===== src/design/fdc_pkg.sv =====
`default_nettype none

package fdc_pkg;

	// --------------------------------------------------
	// widths with a meaning
	// --------------------------------------------------
	typedef logic [7:0]  byte_t;       // register or data byte
	typedef logic [1:0]  reg_addr_t;   // host register select
	typedef logic [19:0] buff_addr_t;  // sector buffer RAM address
	typedef logic [9:0]  byte_idx_t;   // byte inside a sector, up to 1024
	typedef logic [2:0]  size_code_t;  // geometry select, 0..4
	typedef logic [11:0] delay_t;      // timer count
	typedef logic [3:0]  shift_t;      // log2 of sector length

	// host register map
	localparam reg_addr_t A_CMD_STAT = 2'd0;  // command on write, status on read
	localparam reg_addr_t A_TRACK    = 2'd1;
	localparam reg_addr_t A_SECTOR   = 2'd2;
	localparam reg_addr_t A_DATA     = 2'd3;

	// upper nibble of the command byte
	localparam logic [3:0] CMD_RESTORE   = 4'h0;
	localparam logic [3:0] CMD_SEEK      = 4'h1;
	localparam logic [3:0] CMD_READ      = 4'h8;  // 8 and 9
	localparam logic [3:0] CMD_WRITE     = 4'hA;  // A and B
	localparam logic [3:0] CMD_FORCE_INT = 4'hD;
	// step family is 2..7, anything above B except D is dropped

	// --------------------------------------------------
	// delays, in clk_sys cycles
	// --------------------------------------------------
	localparam delay_t SETTLE_CYCLES = 12'd64;  // type I busy time
	localparam delay_t SEEK_CYCLES   = 12'd32;  // before first data byte
	localparam delay_t DRQ_CYCLES    = 12'd4;   // buffer fetch to DRQ

	// geometry tables, indexed by size code
	//  0: 26 x 128   1: 16 x 256   2: 9 x 512   3: 5 x 1024   4: 10 x 512
	localparam size_code_t SIZE_CODE_MAX = 3'd4;
	localparam byte_t  SPT [5]        = '{8'd26, 8'd16, 8'd9, 8'd5, 8'd10};
	localparam shift_t SIZE_SHIFT [5] = '{4'd7, 4'd8, 4'd9, 4'd10, 4'd9};

	// sequencer FSM
	typedef enum logic [3:0] {
		IDLE,
		SETTLE,     // type I busy period
		SEEK_WAIT,  // head travel before a transfer
		RD_FETCH,   // buffer read strobe
		RD_DELAY,
		RD_DRQ,     // byte waiting for host
		WR_DRQ,     // waiting for host byte
		WR_NEXT,
		FINISH      // drop busy, raise intrq
	} seq_state_t;

endpackage

`default_nettype wire


===== src/design/fdc_cmd_if.sv =====
`timescale 1ns/1ps
`default_nettype none

// register file <-> command sequencer
interface fdc_cmd_if import fdc_pkg::*; ();

	// from the register file
	byte_t command;     // latched command byte
	logic  cmd_valid;   // command pending, not yet taken
	byte_t track_reg;
	byte_t sector_reg;
	byte_t data_reg;
	logic  force_int;   // single cycle, D nibble written

	// from the sequencer
	logic  cmd_take;    // pending cleared
	logic  track_load;
	byte_t track_value;
	logic  busy;
	logic  drq;
	logic  cmd_done;    // sets intrq
	logic  head_loaded;
	logic  seek_err;
	logic  crc_err;
	logic  wr_fault;
	logic  track0;
	logic  type2;       // status layout select
	logic  xfer_read;
	logic  xfer_write;

	modport regs (
		output command, cmd_valid, track_reg, sector_reg, data_reg, force_int,
		input  cmd_take, track_load, track_value, busy, drq, cmd_done,
		input  head_loaded, seek_err, crc_err, wr_fault, track0, type2,
		input  xfer_read, xfer_write
	);

	modport seq (
		input  command, cmd_valid, track_reg, sector_reg, data_reg, force_int,
		output cmd_take, track_load, track_value, busy, drq, cmd_done,
		output head_loaded, seek_err, crc_err, wr_fault, track0, type2,
		output xfer_read, xfer_write
	);

endinterface

`default_nettype wire


===== src/design/fdc_host_regs.sv =====
`timescale 1ns/1ps
`default_nettype none

module fdc_host_regs import fdc_pkg::*; (
	input  logic      clk_sys,
	input  logic      reset,
	input  logic      io_en,
	input  logic      rd,
	input  logic      wr,
	input  reg_addr_t addr,
	input  byte_t     din,
	output byte_t     dout,
	input  byte_t     buff_din,
	input  logic      ready,
	output logic      intrq,
	output logic      buff_write,
	output byte_t     buff_dout,
	output logic      data_ack,
	fdc_cmd_if.regs   cmd
);

	logic  rd_s;        // qualified strobes
	logic  wr_s;
	logic  rd_data;
	logic  wr_data;
	logic  busy_flag;   // running or pending
	logic  cmd_accept;
	byte_t status;

	assign rd_s = rd & io_en;
	assign wr_s = wr & io_en;
	assign rd_data = rd_s && (addr == A_DATA);
	assign wr_data = wr_s && (addr == A_DATA);
	assign busy_flag = cmd.busy | cmd.cmd_valid;

	// --------------------------------------------------
	// command decode
	// --------------------------------------------------
	assign cmd.force_int = wr_s && (addr == A_CMD_STAT) && (din[7:4] == CMD_FORCE_INT);
	// 0..B only, C/E/F dropped silently
	assign cmd_accept = wr_s && (addr == A_CMD_STAT) && !busy_flag &&
		(din[7:4] <= {CMD_WRITE[3:1], 1'b1});

	// DRQ handshake, read byte out or write byte in
	assign data_ack = cmd.drq && (cmd.xfer_read ? rd_data : wr_data);
	assign buff_write = wr_data && cmd.drq && !cmd.xfer_read;
	assign buff_dout = din;  // host byte goes straight to RAM

	always_ff @(posedge clk_sys or posedge reset) begin
		if (reset) begin
			cmd.command <= '0;
			cmd.cmd_valid <= 1'b0;
			cmd.track_reg <= '0;
			cmd.sector_reg <= '0;
			cmd.data_reg <= '0;
			intrq <= 1'b0;
		end else begin
			if (cmd.cmd_take || cmd.force_int)
				cmd.cmd_valid <= 1'b0;
			if (rd_s && (addr == A_CMD_STAT))
				intrq <= 1'b0;          // status read acks irq

			if (wr_s) begin
				case (addr)
					A_CMD_STAT: begin
						intrq <= 1'b0;  // any command write
						if (cmd_accept) begin
							cmd.command <= din;
							cmd.cmd_valid <= 1'b1;
						end
					end
					A_TRACK:  if (!cmd.busy) cmd.track_reg <= din;
					A_SECTOR: if (!cmd.busy) cmd.sector_reg <= din;
					default:  cmd.data_reg <= din;
				endcase
			end

			if (cmd.track_load)
				cmd.track_reg <= cmd.track_value;  // restore / step with update
			if (cmd.cmd_done)
				intrq <= 1'b1;     // wins over the clears above
		end
	end

	// --------------------------------------------------
	// status and read mux
	// --------------------------------------------------
	// bit 6 write protect never set, index and lost data read 0
	assign status = cmd.type2 ?
		{~ready, 1'b0, cmd.wr_fault, cmd.seek_err, cmd.crc_err, 1'b0, cmd.drq, busy_flag} :
		{~ready, 1'b0, cmd.head_loaded, cmd.seek_err, cmd.crc_err, cmd.track0, 1'b0, busy_flag};

	always_comb begin
		case (addr)
			A_CMD_STAT: dout = status;
			A_TRACK:    dout = cmd.track_reg;
			A_SECTOR:   dout = cmd.sector_reg;
			default:    dout = cmd.xfer_read ? buff_din : cmd.data_reg;
		endcase
	end

	// RAM writes only come out of a write sector transfer
	a_buff_write: assert property (@(posedge clk_sys) disable iff (reset)
		buff_write |-> cmd.xfer_write)
		else $error("buffer write outside write transfer");

endmodule

`default_nettype wire


===== src/design/fdc_sequencer.sv =====
`timescale 1ns/1ps
`default_nettype none

module fdc_sequencer import fdc_pkg::*; (
	input  logic      clk_sys,
	input  logic      reset,
	input  logic      ready,
	input  logic      data_ack,
	fdc_cmd_if.seq    cmd,
	output logic      timer_load,
	output delay_t    timer_count,
	input  logic      timer_expired,
	output byte_t     cur_track,
	output byte_idx_t byte_idx,
	input  logic      last_byte,
	output logic      buff_read
);

	seq_state_t state;
	logic       step_dir;    // last direction, 0 = in
	logic       wr_cmd;      // type II is a write
	logic [3:0] op;
	logic       dir_now;
	byte_t      next_track;

	assign op = cmd.command[7:4];
	// bit 6 set: direction given by bit 5
	assign dir_now = cmd.command[6] ? cmd.command[5] : step_dir;
	assign next_track = dir_now ? cur_track - 8'd1 : cur_track + 8'd1;

	assign cmd.cmd_take = (state == IDLE) && cmd.cmd_valid && !cmd.force_int;
	assign cmd.cmd_done = (state == FINISH);
	assign cmd.xfer_read = (state == RD_FETCH) || (state == RD_DELAY) || (state == RD_DRQ);
	assign cmd.xfer_write = (state == WR_DRQ) || (state == WR_NEXT);
	assign cmd.track0 = (cur_track == 8'd0);
	assign buff_read = (state == RD_FETCH);  // RAM data one cycle later

	always_ff @(posedge clk_sys or posedge reset) begin
		if (reset) begin
			state <= IDLE;
			step_dir <= 1'b0;
			wr_cmd <= 1'b0;
			cur_track <= '0;
			byte_idx <= '0;
			timer_load <= 1'b0;
			timer_count <= '0;
			cmd.track_load <= 1'b0;
			cmd.track_value <= '0;
			cmd.busy <= 1'b0;
			cmd.drq <= 1'b0;
			cmd.type2 <= 1'b0;
			{cmd.head_loaded, cmd.seek_err, cmd.crc_err, cmd.wr_fault} <= '0;
		end else begin
			timer_load <= 1'b0;      // pulses
			cmd.track_load <= 1'b0;

			if (cmd.force_int && state == IDLE) begin
				// nothing running, just wipe the errors
				{cmd.seek_err, cmd.crc_err, cmd.wr_fault} <= '0;
				cmd.type2 <= 1'b0;
			end else if (cmd.force_int && state != FINISH) begin
				cmd.drq <= 1'b0;
				cmd.type2 <= 1'b0;
				timer_load <= 1'b1;   // zero count stops the timer
				timer_count <= '0;
				state <= FINISH;
			end else begin
				case (state)
					IDLE: begin
						if (cmd.cmd_valid) begin
							cmd.busy <= 1'b1;
							cmd.type2 <= op[3];
							timer_load <= 1'b1;
							if (op[3]) begin
								// read / write sector
								{cmd.seek_err, cmd.crc_err, cmd.wr_fault} <= '0;
								wr_cmd <= (op[3:1] != CMD_READ[3:1]);
								timer_count <= SEEK_CYCLES;
								state <= SEEK_WAIT;
							end else begin
								cmd.head_loaded <= cmd.command[3];
								timer_count <= SETTLE_CYCLES;
								state <= SETTLE;
								if (op == CMD_RESTORE) begin
									cur_track <= '0;
									cmd.track_value <= '0;
									cmd.track_load <= 1'b1;
								end else if (op == CMD_SEEK) begin
									cur_track <= cmd.data_reg;   // head only
								end else begin
									// step, step-in, step-out
									if (cmd.command[6])
										step_dir <= cmd.command[5];
									cur_track <= next_track;
									cmd.track_value <= next_track;
									cmd.track_load <= cmd.command[4];  // update flag
								end
							end
						end
					end
					SETTLE: if (timer_expired) state <= FINISH;
					SEEK_WAIT: begin
						if (timer_expired) begin
							byte_idx <= '0;
							if (wr_cmd) begin
								cmd.drq <= 1'b1;  // ask for first byte
								state <= WR_DRQ;
							end else if (!ready) begin
								cmd.seek_err <= 1'b1;   // no disk
								cmd.crc_err <= 1'b1;
								state <= FINISH;
							end else begin
								timer_load <= 1'b1;
								timer_count <= DRQ_CYCLES;
								state <= RD_FETCH;
							end
						end
					end
					RD_FETCH: state <= RD_DELAY;
					RD_DELAY: begin
						if (timer_expired) begin
							cmd.drq <= 1'b1;
							state <= RD_DRQ;
						end
					end
					RD_DRQ: begin
						if (data_ack) begin
							cmd.drq <= 1'b0;
							if (last_byte) begin
								state <= FINISH;
							end else begin
								byte_idx <= byte_idx + 10'd1;
								timer_load <= 1'b1;
								timer_count <= DRQ_CYCLES;
								state <= RD_FETCH;
							end
						end
					end
					WR_DRQ: begin
						if (data_ack) begin
							cmd.drq <= 1'b0;  // byte already in RAM
							state <= WR_NEXT;
						end
					end
					WR_NEXT: begin
						if (last_byte) begin
							cmd.wr_fault <= !ready;  // disk gone by sector end
							state <= FINISH;
						end else begin
							byte_idx <= byte_idx + 10'd1;
							cmd.drq <= 1'b1;
							state <= WR_DRQ;
						end
					end
					default: begin
						// FINISH, intrq rises with this edge
						cmd.busy <= 1'b0;
						cmd.drq <= 1'b0;
						state <= IDLE;
					end
				endcase
			end
		end
	end

	a_drq_busy: assert property (@(posedge clk_sys) disable iff (reset)
		cmd.drq |-> cmd.busy)
		else $error("drq without busy");

	// fetches only belong to a running read sector command
	a_fetch: assert property (@(posedge clk_sys) disable iff (reset)
		buff_read |-> cmd.busy && cmd.type2 && !wr_cmd)
		else $error("buffer read outside read command");

endmodule

`default_nettype wire


===== src/design/fdc_delay_timer.sv =====
`timescale 1ns/1ps
`default_nettype none

module fdc_delay_timer import fdc_pkg::*; (
	input  logic   clk_sys,
	input  logic   reset,
	input  logic   load,
	input  delay_t count,
	output logic   expired
);

	delay_t cnt;
	logic   running;

	// count cycles after load, a zero load just stops it
	always_ff @(posedge clk_sys or posedge reset) begin
		if (reset) begin
			cnt <= '0;
			running <= 1'b0;
		end else if (load) begin
			cnt <= count;
			running <= (count != '0);
		end else if (running) begin
			cnt <= cnt - 12'd1;
			if (cnt == 12'd1)
				running <= 1'b0;
		end
	end

	assign expired = running && (cnt == 12'd1);  // single cycle

	a_no_reload: assert property (@(posedge clk_sys) disable iff (reset)
		load && (count != '0) |-> !running)
		else $error("timer loaded while counting");

endmodule

`default_nettype wire


===== src/design/fdc_buffer_map.sv =====
`timescale 1ns/1ps
`default_nettype none

module fdc_buffer_map import fdc_pkg::*; (
	input  size_code_t size_code,
	input  byte_t      cur_track,
	input  byte_t      sector_reg,
	input  logic       side,
	input  byte_idx_t  byte_idx,
	output buff_addr_t buff_addr,
	output logic       last_byte
);

	size_code_t geo;         // clamped size code
	byte_t      spt;
	shift_t     shift;
	buff_addr_t lin_sector;  // sector number inside the image
	byte_idx_t  last_idx;

	// codes above 4 fall back to 10 x 512
	assign geo = (size_code > SIZE_CODE_MAX) ? SIZE_CODE_MAX : size_code;
	assign spt = SPT[geo];
	assign shift = SIZE_SHIFT[geo];

	// --------------------------------------------------
	// image layout: track, then side, then sector
	// --------------------------------------------------
	// sectors count from 1
	assign lin_sector = buff_addr_t'({cur_track, side}) * buff_addr_t'(spt)
		+ buff_addr_t'(sector_reg) - 20'd1;
	assign buff_addr = (lin_sector << shift) + buff_addr_t'(byte_idx);

	// sector length minus one, 1024 still fits
	assign last_idx = byte_idx_t'((11'd1 << shift) - 11'd1);
	assign last_byte = (byte_idx == last_idx);

endmodule

`default_nettype wire


===== src/design/fdc_top.sv =====
`timescale 1ns/1ps
`default_nettype none

module fdc_top import fdc_pkg::*; (
	input  logic       clk_sys,
	input  logic       reset,
	input  logic       io_en,
	input  logic       rd,
	input  logic       wr,
	input  reg_addr_t  addr,
	input  byte_t      din,
	output byte_t      dout,
	output logic       drq,
	output logic       intrq,
	output logic       busy,
	output buff_addr_t buff_addr,
	output logic       buff_read,
	output logic       buff_write,
	input  byte_t      buff_din,
	output byte_t      buff_dout,
	input  size_code_t size_code,
	input  logic       side,
	input  logic       ready
);

	fdc_cmd_if cmd_bus ();

	logic      data_ack;
	logic      timer_load;
	delay_t    timer_count;
	logic      timer_expired;
	byte_t     cur_track;    // head position
	byte_idx_t byte_idx;
	logic      last_byte;

	assign drq = cmd_bus.drq;
	assign busy = cmd_bus.busy;

	fdc_host_regs i_fdc_host_regs (
		.clk_sys    (clk_sys),
		.reset      (reset),
		.io_en      (io_en),
		.rd         (rd),
		.wr         (wr),
		.addr       (addr),
		.din        (din),
		.dout       (dout),
		.buff_din   (buff_din),
		.ready      (ready),
		.intrq      (intrq),
		.buff_write (buff_write),
		.buff_dout  (buff_dout),
		.data_ack   (data_ack),
		.cmd        (cmd_bus.regs)
	);

	fdc_sequencer i_fdc_sequencer (
		.clk_sys       (clk_sys),
		.reset         (reset),
		.ready         (ready),
		.data_ack      (data_ack),
		.cmd           (cmd_bus.seq),
		.timer_load    (timer_load),
		.timer_count   (timer_count),
		.timer_expired (timer_expired),
		.cur_track     (cur_track),
		.byte_idx      (byte_idx),
		.last_byte     (last_byte),
		.buff_read     (buff_read)
	);

	fdc_delay_timer i_fdc_delay_timer (
		.clk_sys (clk_sys),
		.reset   (reset),
		.load    (timer_load),
		.count   (timer_count),
		.expired (timer_expired)
	);

	// head position, not the track register, picks the image track
	fdc_buffer_map i_fdc_buffer_map (
		.size_code  (size_code),
		.cur_track  (cur_track),
		.sector_reg (cmd_bus.sector_reg),
		.side       (side),
		.byte_idx   (byte_idx),
		.buff_addr  (buff_addr),
		.last_byte  (last_byte)
	);

endmodule

`default_nettype wire


===== config.mk =====
export PLATFORM = sky130hd
export DESIGN_NAME = fdc_top
export DESIGN_NICKNAME = d
export VERILOG_FILES = /design/src/design/fdc_pkg.sv /design/src/design/fdc_cmd_if.sv /design/src/design/fdc_host_regs.sv /design/src/design/fdc_sequencer.sv /design/src/design/fdc_delay_timer.sv /design/src/design/fdc_buffer_map.sv /design/src/design/fdc_top.sv
export SDC_FILE = /design/constraint.sdc
export NUM_CORES = 1
export LEC_CHECK = 0
export ABC_AREA = 1
export ABC_CLOCK_PERIOD_IN_PS = 8850
export BUFFER_PORTS_ARGS = -buffer_cell sky130_fd_sc_hd__buf_4
export CAP_MARGIN = 20
export CELL_PAD_IN_SITES_DETAIL_PLACEMENT = 1
export CELL_PAD_IN_SITES_GLOBAL_PLACEMENT = 1
export CORE_ASPECT_RATIO = 0.75
export CORE_MARGIN = 4
export CORE_UTILIZATION = 25
export DETAILED_ROUTE_END_ITERATION = 6
export GPL_TIMING_DRIVEN = 0
export PLACE_DENSITY_LB_ADDON = 0.1
export SETUP_SLACK_MARGIN = 0.2
export SKIP_CTS_REPAIR_TIMING = 1
export SYNTH_ARGS = -nofsm -noshare
export SYNTH_HDL_FRONTEND = slang
export SYNTH_SLANG_ARGS = --single-unit

===== constraint.sdc =====
create_clock -name clk_sys -period 8.85 [get_ports clk_sys]
set_input_delay 0.885 -clock clk_sys [delete_from_list [all_inputs] [get_ports clk_sys]]
set_output_delay 0.885 -clock clk_sys [all_outputs]
set_load 0.1 [all_outputs]

---- Word level (Yosys, flattened, before mapping) ----
Memory sizes are Yosys's and may differ from the RTL's.
Cells that the tools add are included.
word-level totals
  register bits ........................... 99
  ROM bits ................................ 96
  input bits .............................. 28
  output and inout bits ................... 41
  word-level logic and storage cells ...... 249
  memories ................................ 2
operators by class
  add/subtract/negate cells ............... 8
  $mul .................................... 1
  magnitude comparators ................... 3
  equality and inequality tests ........... 42
  shift operators ......................... 2
  multiplexer cells ....................... 99
  bitwise logic cells ..................... 13
  reductions and logical operators ........ 56
memory list
  name             depth  bits a word  read ports  clocked after Yosys merged registers in  write ports  RTL line              text
  (no name shown)  8      8            1           0                                        0            fdc_buffer_map.sv:22  assign spt = SPT[geo];
  (no name shown)  8      4            1           0                                        0            fdc_buffer_map.sv:23  assign shift = SIZE_SHIFT[geo];
operators by type and width
  kind                                                    count
  2-to-1 mux 12 bit                                       9
  2-to-1 mux 8 bit                                        12
  2-to-1 mux 4 bit                                        13
  2-to-1 mux 1 bit                                        49
  case mux 12 bit (3 select lines)                        1
  case mux 4 bit (8 select lines)                         1
  2-to-1 mux 10 bit                                       3
  inequality test 3 bit (second input constant)           10
  case mux 10 bit (3 select lines)                        1
  AND reduction 7 bit                                     4
  case mux 8 bit (3 select lines)                         1
  adder 20 x 10 -> 20 bit                                 1
  AND reduction 5 bit                                     4
  left shift 20 x 4 -> 20 bit                             1
  subtractor 20 x 1 -> 20 bit (second input constant)     1
  adder 17 x 8 -> 18 bit                                  1
  multiplier 9 x 8 -> 17 bit                              1
  == test 4 x 3 -> 1 bit (second input constant)          4
  logical AND 1 bit                                       15
  inequality test 3 x 1 -> 1 bit (second input constant)  5
  nonzero test 3 bit                                      5
  == test 12 x 1 -> 1 bit (second input constant)         1
  inequality test 3 x 2 -> 1 bit (second input constant)  4
  nonzero test 12 bit                                     1
  other kinds (44)                                        76

---- Longest topological paths before layout ----
Gate-level depths: netlist of the first run.
  depth after elaboration ................. 14
  mapped depth ............................ 48

---- Cells and area by module ----
A second synthesis of the first run with hierarchy kept.
second synthesis, totals
  cells, all modules ...................... 1533
  area total of the unflattened synthesis .. 10132.2 sq um
by module, submodules not included
  module           instances  cells each  area each (sq um)  seq. area each (sq um)
  fdc_buffer_map   1          723         4406.7             0.0
  fdc_sequencer    1          418         2877.8             1076.0
  fdc_host_regs    1          261         1950.6             850.8
  fdc_delay_timer  1          131         897.1              325.3

---- Least setup slack after synthesis of the first run ----
No wires, ideal clock.
  path kind ............................... input-to-output
  start ................................... input size_code[2]
  end ..................................... output buff_addr[16]
  arrival time ............................ 8188 ps
  required time ........................... 7965 ps
  setup slack ............................. -223 ps
  stages on the path ...................... 31
  path through ............................ inv_2 -> nand2_1 -> buf_2 -> buf_2 -> ha_1 -> nor2_1 -> inv_1 -> nand2_1 -> fa_1 -> inv_1 -> fa_1 -> ha_1 -> inv_1 -> fa_1 -> fa_1 -> nand4_1 -> xor2_1 -> o21ai_0 -> o21ai_0 -> nor2_1 -> a31oi_1 -> nor2_1 -> ha_1 -> a21oi_1 -> o21ai_0 -> nand3_1 -> nand2_1 -> nand4_4 -> nor2_4 -> nand2_1 -> xnor2_1
on the way
  word-level cells in the longest chain between the ends .. 11
ends and longest elaborated chain
  item                                                  RTL line                                    text
  start, declared                                       fdc_top.sv:21                               input size_code_t size_code,
  greater-than comparator 3 bit                         fdc_buffer_map.sv:21                        assign geo = (size_code > SIZE_CODE_MAX) ? SIZE_CODE_MAX : size_code;
  2-to-1 mux 3 bit (*)                                  fdc_buffer_map.sv:21
  NOT 3 -> 4 bit (not written as such) (*)              fdc_buffer_map.sv:22, fdc_buffer_map.sv:23
  memory (8 x 8 bit)                                    --
  2-to-1 mux 8 bit (not written as such) (2 in series)  fdc_buffer_map.sv:22
  multiplier 9 x 8 -> 17 bit                            fdc_buffer_map.sv:29                        assign lin_sector = buff_addr_t'({cur_track, side}) * buff_addr_t'(spt)
  adder 17 x 8 -> 18 bit                                fdc_buffer_map.sv:30                        + buff_addr_t'(sector_reg) - 20'd1;
  subtractor 20 x 1 -> 20 bit                           fdc_buffer_map.sv:30
  left shift 20 x 4 -> 20 bit (*)                       fdc_buffer_map.sv:31                        assign buff_addr = (lin_sector << shift) + buff_addr_t'(byte_idx);
  adder 20 x 10 -> 20 bit (*)                           fdc_buffer_map.sv:31
  end, declared                                         fdc_top.sv:16                               output buff_addr_t buff_addr,
Every way passes the cells marked *; elsewhere a longest branch is shown, timed or not. The select of a mux whose other input is x is not followed.

---- Worst setup path after layout of the first run ----
  start ................................... input size_code[2]
  end ..................................... output buff_addr[19]
Same word-level chain as after synthesis.

==> results by stage, run 1 <==
Clocking:
- The clock drives 87 sinks.
- The buffer cell driving the clock tree root is clkbuf_16.
- The count of H-tree levels built during CTS is 3.
- TritonCTS built the clock tree.
- In this run the deepest clock path goes through 2 buffers.
- In this run, CTS created clock tree buffers numbering 9.
- The clock-pin slew on the worst setup and hold paths is 0.07 ns.
- The clock reaches the later pin of the worst-skew pair after 0.36 ns.

Die:
- The I/O pin count is 69.
- The core region is 36,000 um^2.
- In this run the core area contains 60 standard-cell rows.
- The die is 174 um tall.
- The die is 229 um wide.
- The effective utilization at floorplan is 25.4%.
- The die covers 39,700 um^2.

Placement:
- The routability-driven placement congestion ratio is 0.816.
- Detailed placement finished with a half-perimeter wire length of 25.9 mm.
- In this run the tool buffered the top-level ports with 68 buffer cells.

Yosys:
- By area the synthesized netlist is led by dfrtp_1 (24%), nand2_1 (12%), inv_1 (9.9%).
- The prevailing post-synth register cell is dfrtp_1.
- The count of mapped cells out of synthesis is 1,326.
- The count of different cell masters after synthesis is 55.
- A synthesized cell averages 6.90 um^2.
- For this run, asynchronously set or reset flops after synthesis account for 100%.
- Yosys mapped a number of flops with a built-in enable equal to 0.
- The number of storage elements in the synthesis netlist is 87.
- The cell accounting for the most synthesized area is dfrtp_1.
- The share of synthesized area in the top cell type comes to 23.8%.
- The netlist area before placement is 9140 um^2.
- The net count after synthesis is 1,441.
- The Yosys step of the flow raised 0 warnings.
- Sequential elements use 23.8% of the synthesized area.

Setup path:
- Along the worst path, the maximum fanout reaches 11.
- The depth of the worst register-to-register path is 14.
- The type of the setup path with the least slack is in2out.
- The arrival time reported for the critical path endpoint is 7.31 ns.
- Among the stages of the critical path, the cell type that occurs most often is nand2_1.
- The kind of capture point of the worst setup path is a primary output.
- Among all stages on the critical path, the largest delay is contributed by fa_2.
- The startpoint class of the critical path is a primary input.
- The worst stage delay on the critical path is 0.63 ns.
- For the worst setup path, the data required time is 7.97 ns.

Timing:
- The final max-slew violation count is 0.
- The final critical path takes up 92.5% of the cycle.
- The worst clock skew on the final layout is 0.00664 ns.
- The worst relative slew slack is 39.5%.
- At the pin with the least slew margin, the transition time is 0.900 ns.
- Setup violations remaining at the end of the flow were counted as 0.
- The number of hold violations in the final report is 0.
- Setup repair after global routing left no endpoint under its margin.
- The setup TNS after final layout is 0 ns.
- The time the worst path needs with I/O delays and setup is 8.19 ns.
- Based on the critical path, the design can be clocked at up to 0.122 GHz.

Routing:
- The first routing iteration left 445 violations.
- The via count of the routed design is 8,706.
- The count of nets left with antenna violations once routing finished came out at 0.
- Using the TritonRoute via totals, the vias-per-cell ratio works out to 4.61.
- After detailed routing, the average wire length per cell comes to 16.3 um.
- For this run, design rule violations remaining after detail routing come to 0.
- After detailed routing, the total wire length is 30.8 mm.
- The first detailed-routing pass took 4 iterations.

Global routing:
- The initial antenna violation count came to 0.
- The first global-routing pass estimated 51.0 mm of wire.
- The number of global-route vias before repair came to 9,164.
- Entering global routing, the biggest net connects 47 pins.
- The residual overflow from global routing is 0.
- Global routing used 15.8% of the available tracks.

Layout:
- At the end of the flow, the number of nets in the layout was 1,533.
- The diode insertion count for antenna repair is 0.
- In the final layout, the registers with the most flip-flops are i_fdc_delay_timer.cnt (12), i_fdc_sequencer.byte_idx (10).
- The library cells used most frequently in the layout, excluding fill and tap cells, are nand2_1 (281), inv_1 (234), nor2_1 (121), dfrtp_1 (87), o21ai_0 (85).
- Ranked by flip-flop count, first place goes to i_fdc_delay_timer.cnt.
- Leaving out fill and tap cells, the most frequent cell in the layout is nand2_1.
- Relative to the synthesized area, the layout overhead comes to 19.7%.
- Cells with a size suffix above 1 make up 17.9% of the layout.
- The flip-flop count of the largest register after layout is 12.

Flow run:
- The max-capacitance violation count is 0.

Run status:
- The flow ran to the end, and the final reports show no timing, DRC or antenna violations.

Min path:
- The classification of the worst-slack hold path is reg2reg.
- Along the worst hold path, the cell count comes to 1.
==> Yosys cell counts (2+ instances only) <==
| master | number |
|---|---|
| nand2_1 | 290 |
| inv_1 | 241 |
| nor2_1 | 122 |
| o21ai_0 | 90 |
| dfrtp_1 | 87 |
| nand3_1 | 82 |
| ha_1 | 55 |
| a21oi_1 | 52 |
| fa_1 | 32 |
| nand2_2 | 25 |
| nand3_2 | 21 |
| nor3_1 | 20 |
| xor2_1 | 19 |
| o22ai_1 | 18 |
| clkbuf_1 | 13 |
| inv_2 | 13 |
| nand4_1 | 13 |
| nor2_4 | 13 |
| o211ai_1 | 12 |
| xnor2_1 | 11 |
| buf_4 | 10 |
| nor2_2 | 8 |
| nand2_4 | 7 |
| nor4_1 | 7 |
| a31oi_1 | 6 |
| o31ai_1 | 6 |
| buf_2 | 5 |
| o2111ai_1 | 5 |
| nand3b_1 | 4 |
| nor3b_1 | 4 |
| or2_2 | 4 |
| a211oi_1 | 3 |
| a21oi_2 | 3 |
| a21o_1 | 2 |
| clkbuf_8 | 2 |
| o21ai_1 | 2 |
==> area by class of cell <==
class	count	area, um^2
plain buffers	31	196
clock buffers	11	243
clock inverters	5	81.3
fillers	4470	25000
inverters	254	963
multi-input cells	954	6030
flip-flops and latches	87	2180
well taps	465	582
repair buffers	81	677
==> kinds of logic after synthesis <==
logic type	after synthesis	share of synthesized area, %
mux	1	0.123
fa+ha+maj	87	14.5
xor+xnor	31	3.05
compound gates	210	13.3
buf+inv	285	12.4
simple gates	625	32.8
flops	87	23.8
==> per-layer routing <==
layer,track usage (%),up-vias,part of all wire [%]
met1,25.1,4193,56
met4,2.00,0,0.65
met2,23.2,65,41
met5,0,-,0
met3,2.09,16,2.2
li1,-,4432,-
==> critical path, delay by kind of cell <==
| kind | cells | cell delay, ns |
|---|---|---|
| adder cells (fa/ha/maj) | 8 | 2.66 |
| AND/OR/NAND/NOR | 21 | 1.90 |
| buffers and inverters | 12 | 1.21 |
| AO/OA/AOI/OAI | 6 | 0.60 |
==> metrics by stage <==
step / instance area, um^2 / setup WS, ns / utilization, % / hold slack (ns) / cells
global route: 10900 / 0.140 / 30.4 / 0.514 / 1888
detailed placement: 10300 / -0.762 / 28.7 / 0.469 / 1861
CTS: 10600 / -0.809 / 29.6 / 0.477 / 1877
floorplan: 9180 / -0.152 / - / 0.434 / 1326
global placement: 10300 / -0.810 / 28.6 / 0.457 / 1859
finish: 10900 / 0.660 / 30.4 / 0.472 / 1888
==> final timing paths <==
path	startpoint	to	slack, ns
min in group asynchronous	reset	i_fdc_host_regs.cmd.track_reg[6]	0.60
worst min-delay path	i_fdc_delay_timer.cnt[7]	i_fdc_delay_timer.cnt[7]	0.47
worst max register to register	i_fdc_host_regs.cmd.command[6]	i_fdc_sequencer.cur_track[7]	5.95
max in group asynchronous	reset	i_fdc_sequencer.byte_idx[8]	7.59
worst min register to register	i_fdc_delay_timer.cnt[7]	i_fdc_delay_timer.cnt[7]	0.47
worst max-delay path	size_code[2]	buff_addr[19]	0.66
Power of run 1 is left out: the tool's default activity adds up to more than one toggle a clock period on the data nets, which glitch-free logic cannot reach.
==> run 2: changes to the inputs <==
- HOLD_SLACK_MARGIN: unset -> 0.03
- PLACE_DENSITY: unset -> 0.55
- PLACE_DENSITY_LB_ADDON: 0.1 -> unset
==> run 2 against run 1 <==
Register-to-register slack got worse by 0.03 ns. Fmax decreased by 0.75%. Critical path depth decreased by 10. Clock skew decreased by 0.0012 ns. Hold slack about the same. Via count increased by 0.11%. First-iteration DRC count decreased by 20%. Sequential share of layout area increased by 0.050 points. Die area unchanged. Cell area decreased by 0.25%. Clock-buffer cell count unchanged. Flip-flop and latch count unchanged. Highest routed layer unchanged.
==> results by stage, run 2 (synthesis gave the netlist of run 1 again) <==
Timing:
- The maximum frequency from static timing analysis is 0.121 GHz (was 0.122 GHz).
- The number of setup violations in the final report was 0 (unchanged).
- The minimum hold slack came to 0.472 ns (about the same).
- The worst relative slew slack was 33.2% (was 39.5%).
- The final critical-path setup slack came to 0.598 ns (was 0.660 ns).
- The number of hold violations in the final report is 0 (unchanged).
- Setup repair after global routing missed its margin: false (unchanged).
- The final max-slew violation count was 0 (unchanged).
- The actual transition at the worst max-transition pin came to 0.993 ns (was 0.900 ns).
- The worst clock skew on the final layout is 0.00548 ns (was 0.00664 ns).
- The time the worst path needs with I/O delays and setup came to 8.25 ns (was 8.19 ns).
- The ratio of final minimum period to clock period is 93.2% (was 92.5%).

Die:
- The effective utilization at floorplan is 25.4% (unchanged).
- The number of rows created at floorplan is 60 (unchanged).
- The standard cell core area is 36,000 um^2 (unchanged).
- The floorplan die area came to 39,700 um^2 (unchanged).
- The die outline width is 229 um (unchanged).
- The height of the die is 174 um (unchanged).
- The I/O pin count is 69 (unchanged).

Setup path:
- The cell type with the highest occurrence count on the critical path is nand2_1 (unchanged).
- The worst stage delay on the critical path is 0.70 ns (was 0.63 ns).
- The startpoint class of the critical path is a primary input (unchanged).
- The arrival time reported for the critical path endpoint is 7.37 ns (was 7.31 ns).
- The top fanout value on the critical path is 11 (unchanged).
- The cell type of the slowest stage on the worst timing path was fa_2 (unchanged).
- The data required time of the worst path was 7.97 ns (about the same).
- The type of the setup path with the least slack is in2out (unchanged).
- The kind of capture point of the worst setup path is a primary output (unchanged).

Clocking:
- The count of H-tree levels built during CTS is 3 (unchanged).
- The buffer cell driving the clock tree root is clkbuf_16 (unchanged).
- The number of clock buffers inserted by TritonCTS is 9 (unchanged).
- The clock-pin slew on the worst setup and hold paths came to 0.06 ns (was 0.07 ns).
- The CTS tree is built (unchanged).
- The clock latency of the later-clocked register in the worst-skew pair is 0.36 ns (about the same).
- The number of sinks on the clock net came to 87 (unchanged).
- The maximum buffer depth of the clock tree came to 2 (unchanged).

Placement:
- The routability-driven placement congestion ratio came to 0.807 (was 0.816).
- The post-place setup slack came to -0.763 ns (was -0.762 ns).
- The sum of net half-perimeters after detailed placement is 25.1 mm (was 25.9 mm).
- The area after detailed placement was 10,300 um^2 (unchanged).
- The number of port buffers is 68 (unchanged).
- The instance count after placement with tap cells included was 1,861 (unchanged).

Global routing:
- The fraction of met2 tracks used by global routing was 22.7% (was 23.2%).
- The number of global-route vias before repair was 9,144 (was 9,164).
- The global-route track usage on met3 was 2.00% (was 2.09%).
- The largest net degree at the start of global routing is 59 (was 47).
- The residual overflow from global routing is 0 (unchanged).
- The global-route wire length before repair is 49.6 mm (was 51.0 mm).
- The met1 capacity usage during global routing is 23.8% (was 25.1%).
- The initial antenna violation count is 0 (unchanged).
- The layer with the highest usage after global routing is met1 (unchanged).
- The global-route usage over all layers is 15.3% (was 15.8%).

Layout:
- The number of nets at the end of the flow was 1,534 (was 1,533).
- The fraction of final layout cells with drive strength greater than 1 is 17.8% (was 17.9%).
- The area added between synthesis and finish is 19.4% (was 19.7%).
- The flip-flop count of the largest register after layout is 12 (unchanged).
- The diode insertion count for antenna repair is 0 (unchanged).
- Top library cells by usage in the layout, fill and taps aside: nand2_1 (283), inv_1 (234), nor2_1 (121), dfrtp_1 (87), buf_4 (85) (was nand2_1 (281), inv_1 (234), nor2_1 (121), dfrtp_1 (87), o21ai_0 (85)).
- The most common cell after layout, fill and taps aside is nand2_1 (unchanged).
- The final cell area excluding filler cells is 10,900 um^2 (about the same).
- Largest registers: i_fdc_delay_timer.cnt (12), i_fdc_sequencer.byte_idx (10) (unchanged).
- The register with the most flip-flops is i_fdc_delay_timer.cnt (unchanged).
- The number of standard cells in the final layout excluding fillers is 1,889 (was 1,888).

Flow run:
- The max-capacitance violation count is 0 (unchanged).

Routing:
- The number of nets with antenna violations after routing is 0 (unchanged).
- The via-per-instance ratio is 4.61 (about the same).
- The number of remaining DRC errors is 0 (unchanged).
- The count of TritonRoute iterations in the first routing pass is 4 (unchanged).
- The average wire length per cell after detail routing is 15.9 um (was 16.3 um).
- The detailed-route wire length was 30.1 mm (was 30.8 mm).
- The detailed router's first-iteration violation count is 354 (was 445).
- The via count of the routed design came to 8,716 (was 8,706).

Run status:
- Outcome: completed (unchanged).

Min path:
- The classification of the worst-slack hold path was reg2reg (unchanged).
## run 2: cell types whose count changed in the layout (fill, tap and decap cells not counted), moves of 2 or more
cell,before,now
buf_4,82,85
buf_8,3,1
ha_1,50,52
ha_4,4,2
nand2_1,281,283
nand2_2,32,30
o21ai_2,3,5
## run 2: per-stage QoR
stage               TNS [ns]  utilization (%)
floorplan             -0.152                -
global placement       -6.82             28.6
detailed placement     -6.94             28.7
CTS                    -7.38             29.6
global route               0             30.4
finish                     0             30.4
## run 2: worst paths after layout
check,startpoint,end,slack (ns),cells past startpoint
worst max register to register,i_fdc_sequencer.state[3],i_fdc_sequencer.state[1],5.92,13
min in group asynchronous,reset,i_fdc_sequencer.cmd.seek_err,0.54,2
worst min-delay path,i_fdc_delay_timer.cnt[7],i_fdc_delay_timer.cnt[7],0.47,1
worst min register to register,i_fdc_delay_timer.cnt[7],i_fdc_delay_timer.cnt[7],0.47,1
max in group asynchronous,reset,i_fdc_host_regs.cmd.track_reg[5],7.67,3
worst max-delay path,size_code[2],buff_addr[19],0.60,37
## run 2: layout make-up
type / count / area (um^2)
sequential: 87 / 2180
fill: 4456 / 25000
tap: 465 / 582
inverter: 254 / 966
buffer: 31 / 196
clock inverter: 5 / 80.1
timing repair buffer: 82 / 661
clock buffer: 11 / 253
multi-input combinational: 954 / 6000
## run 2: worst max-delay path, delay by kind of cell
family,cells,cell delay [ns]
xor+xnor,1,0.27
compound gates,7,1.05
simple gates,13,1.33
buf+inv,9,0.96
fa+ha+maj,7,2.85
## run 2: layer usage
metal,vias to the layer above,wire length [um],part of all wire (%)
met5,-,0,0
met4,0,236,0.78
met3,17,547,1.8
met2,52,12500,41
met1,4218,16800,56
li1,4429,-,-
Power of run 2 is left out for the same reason.
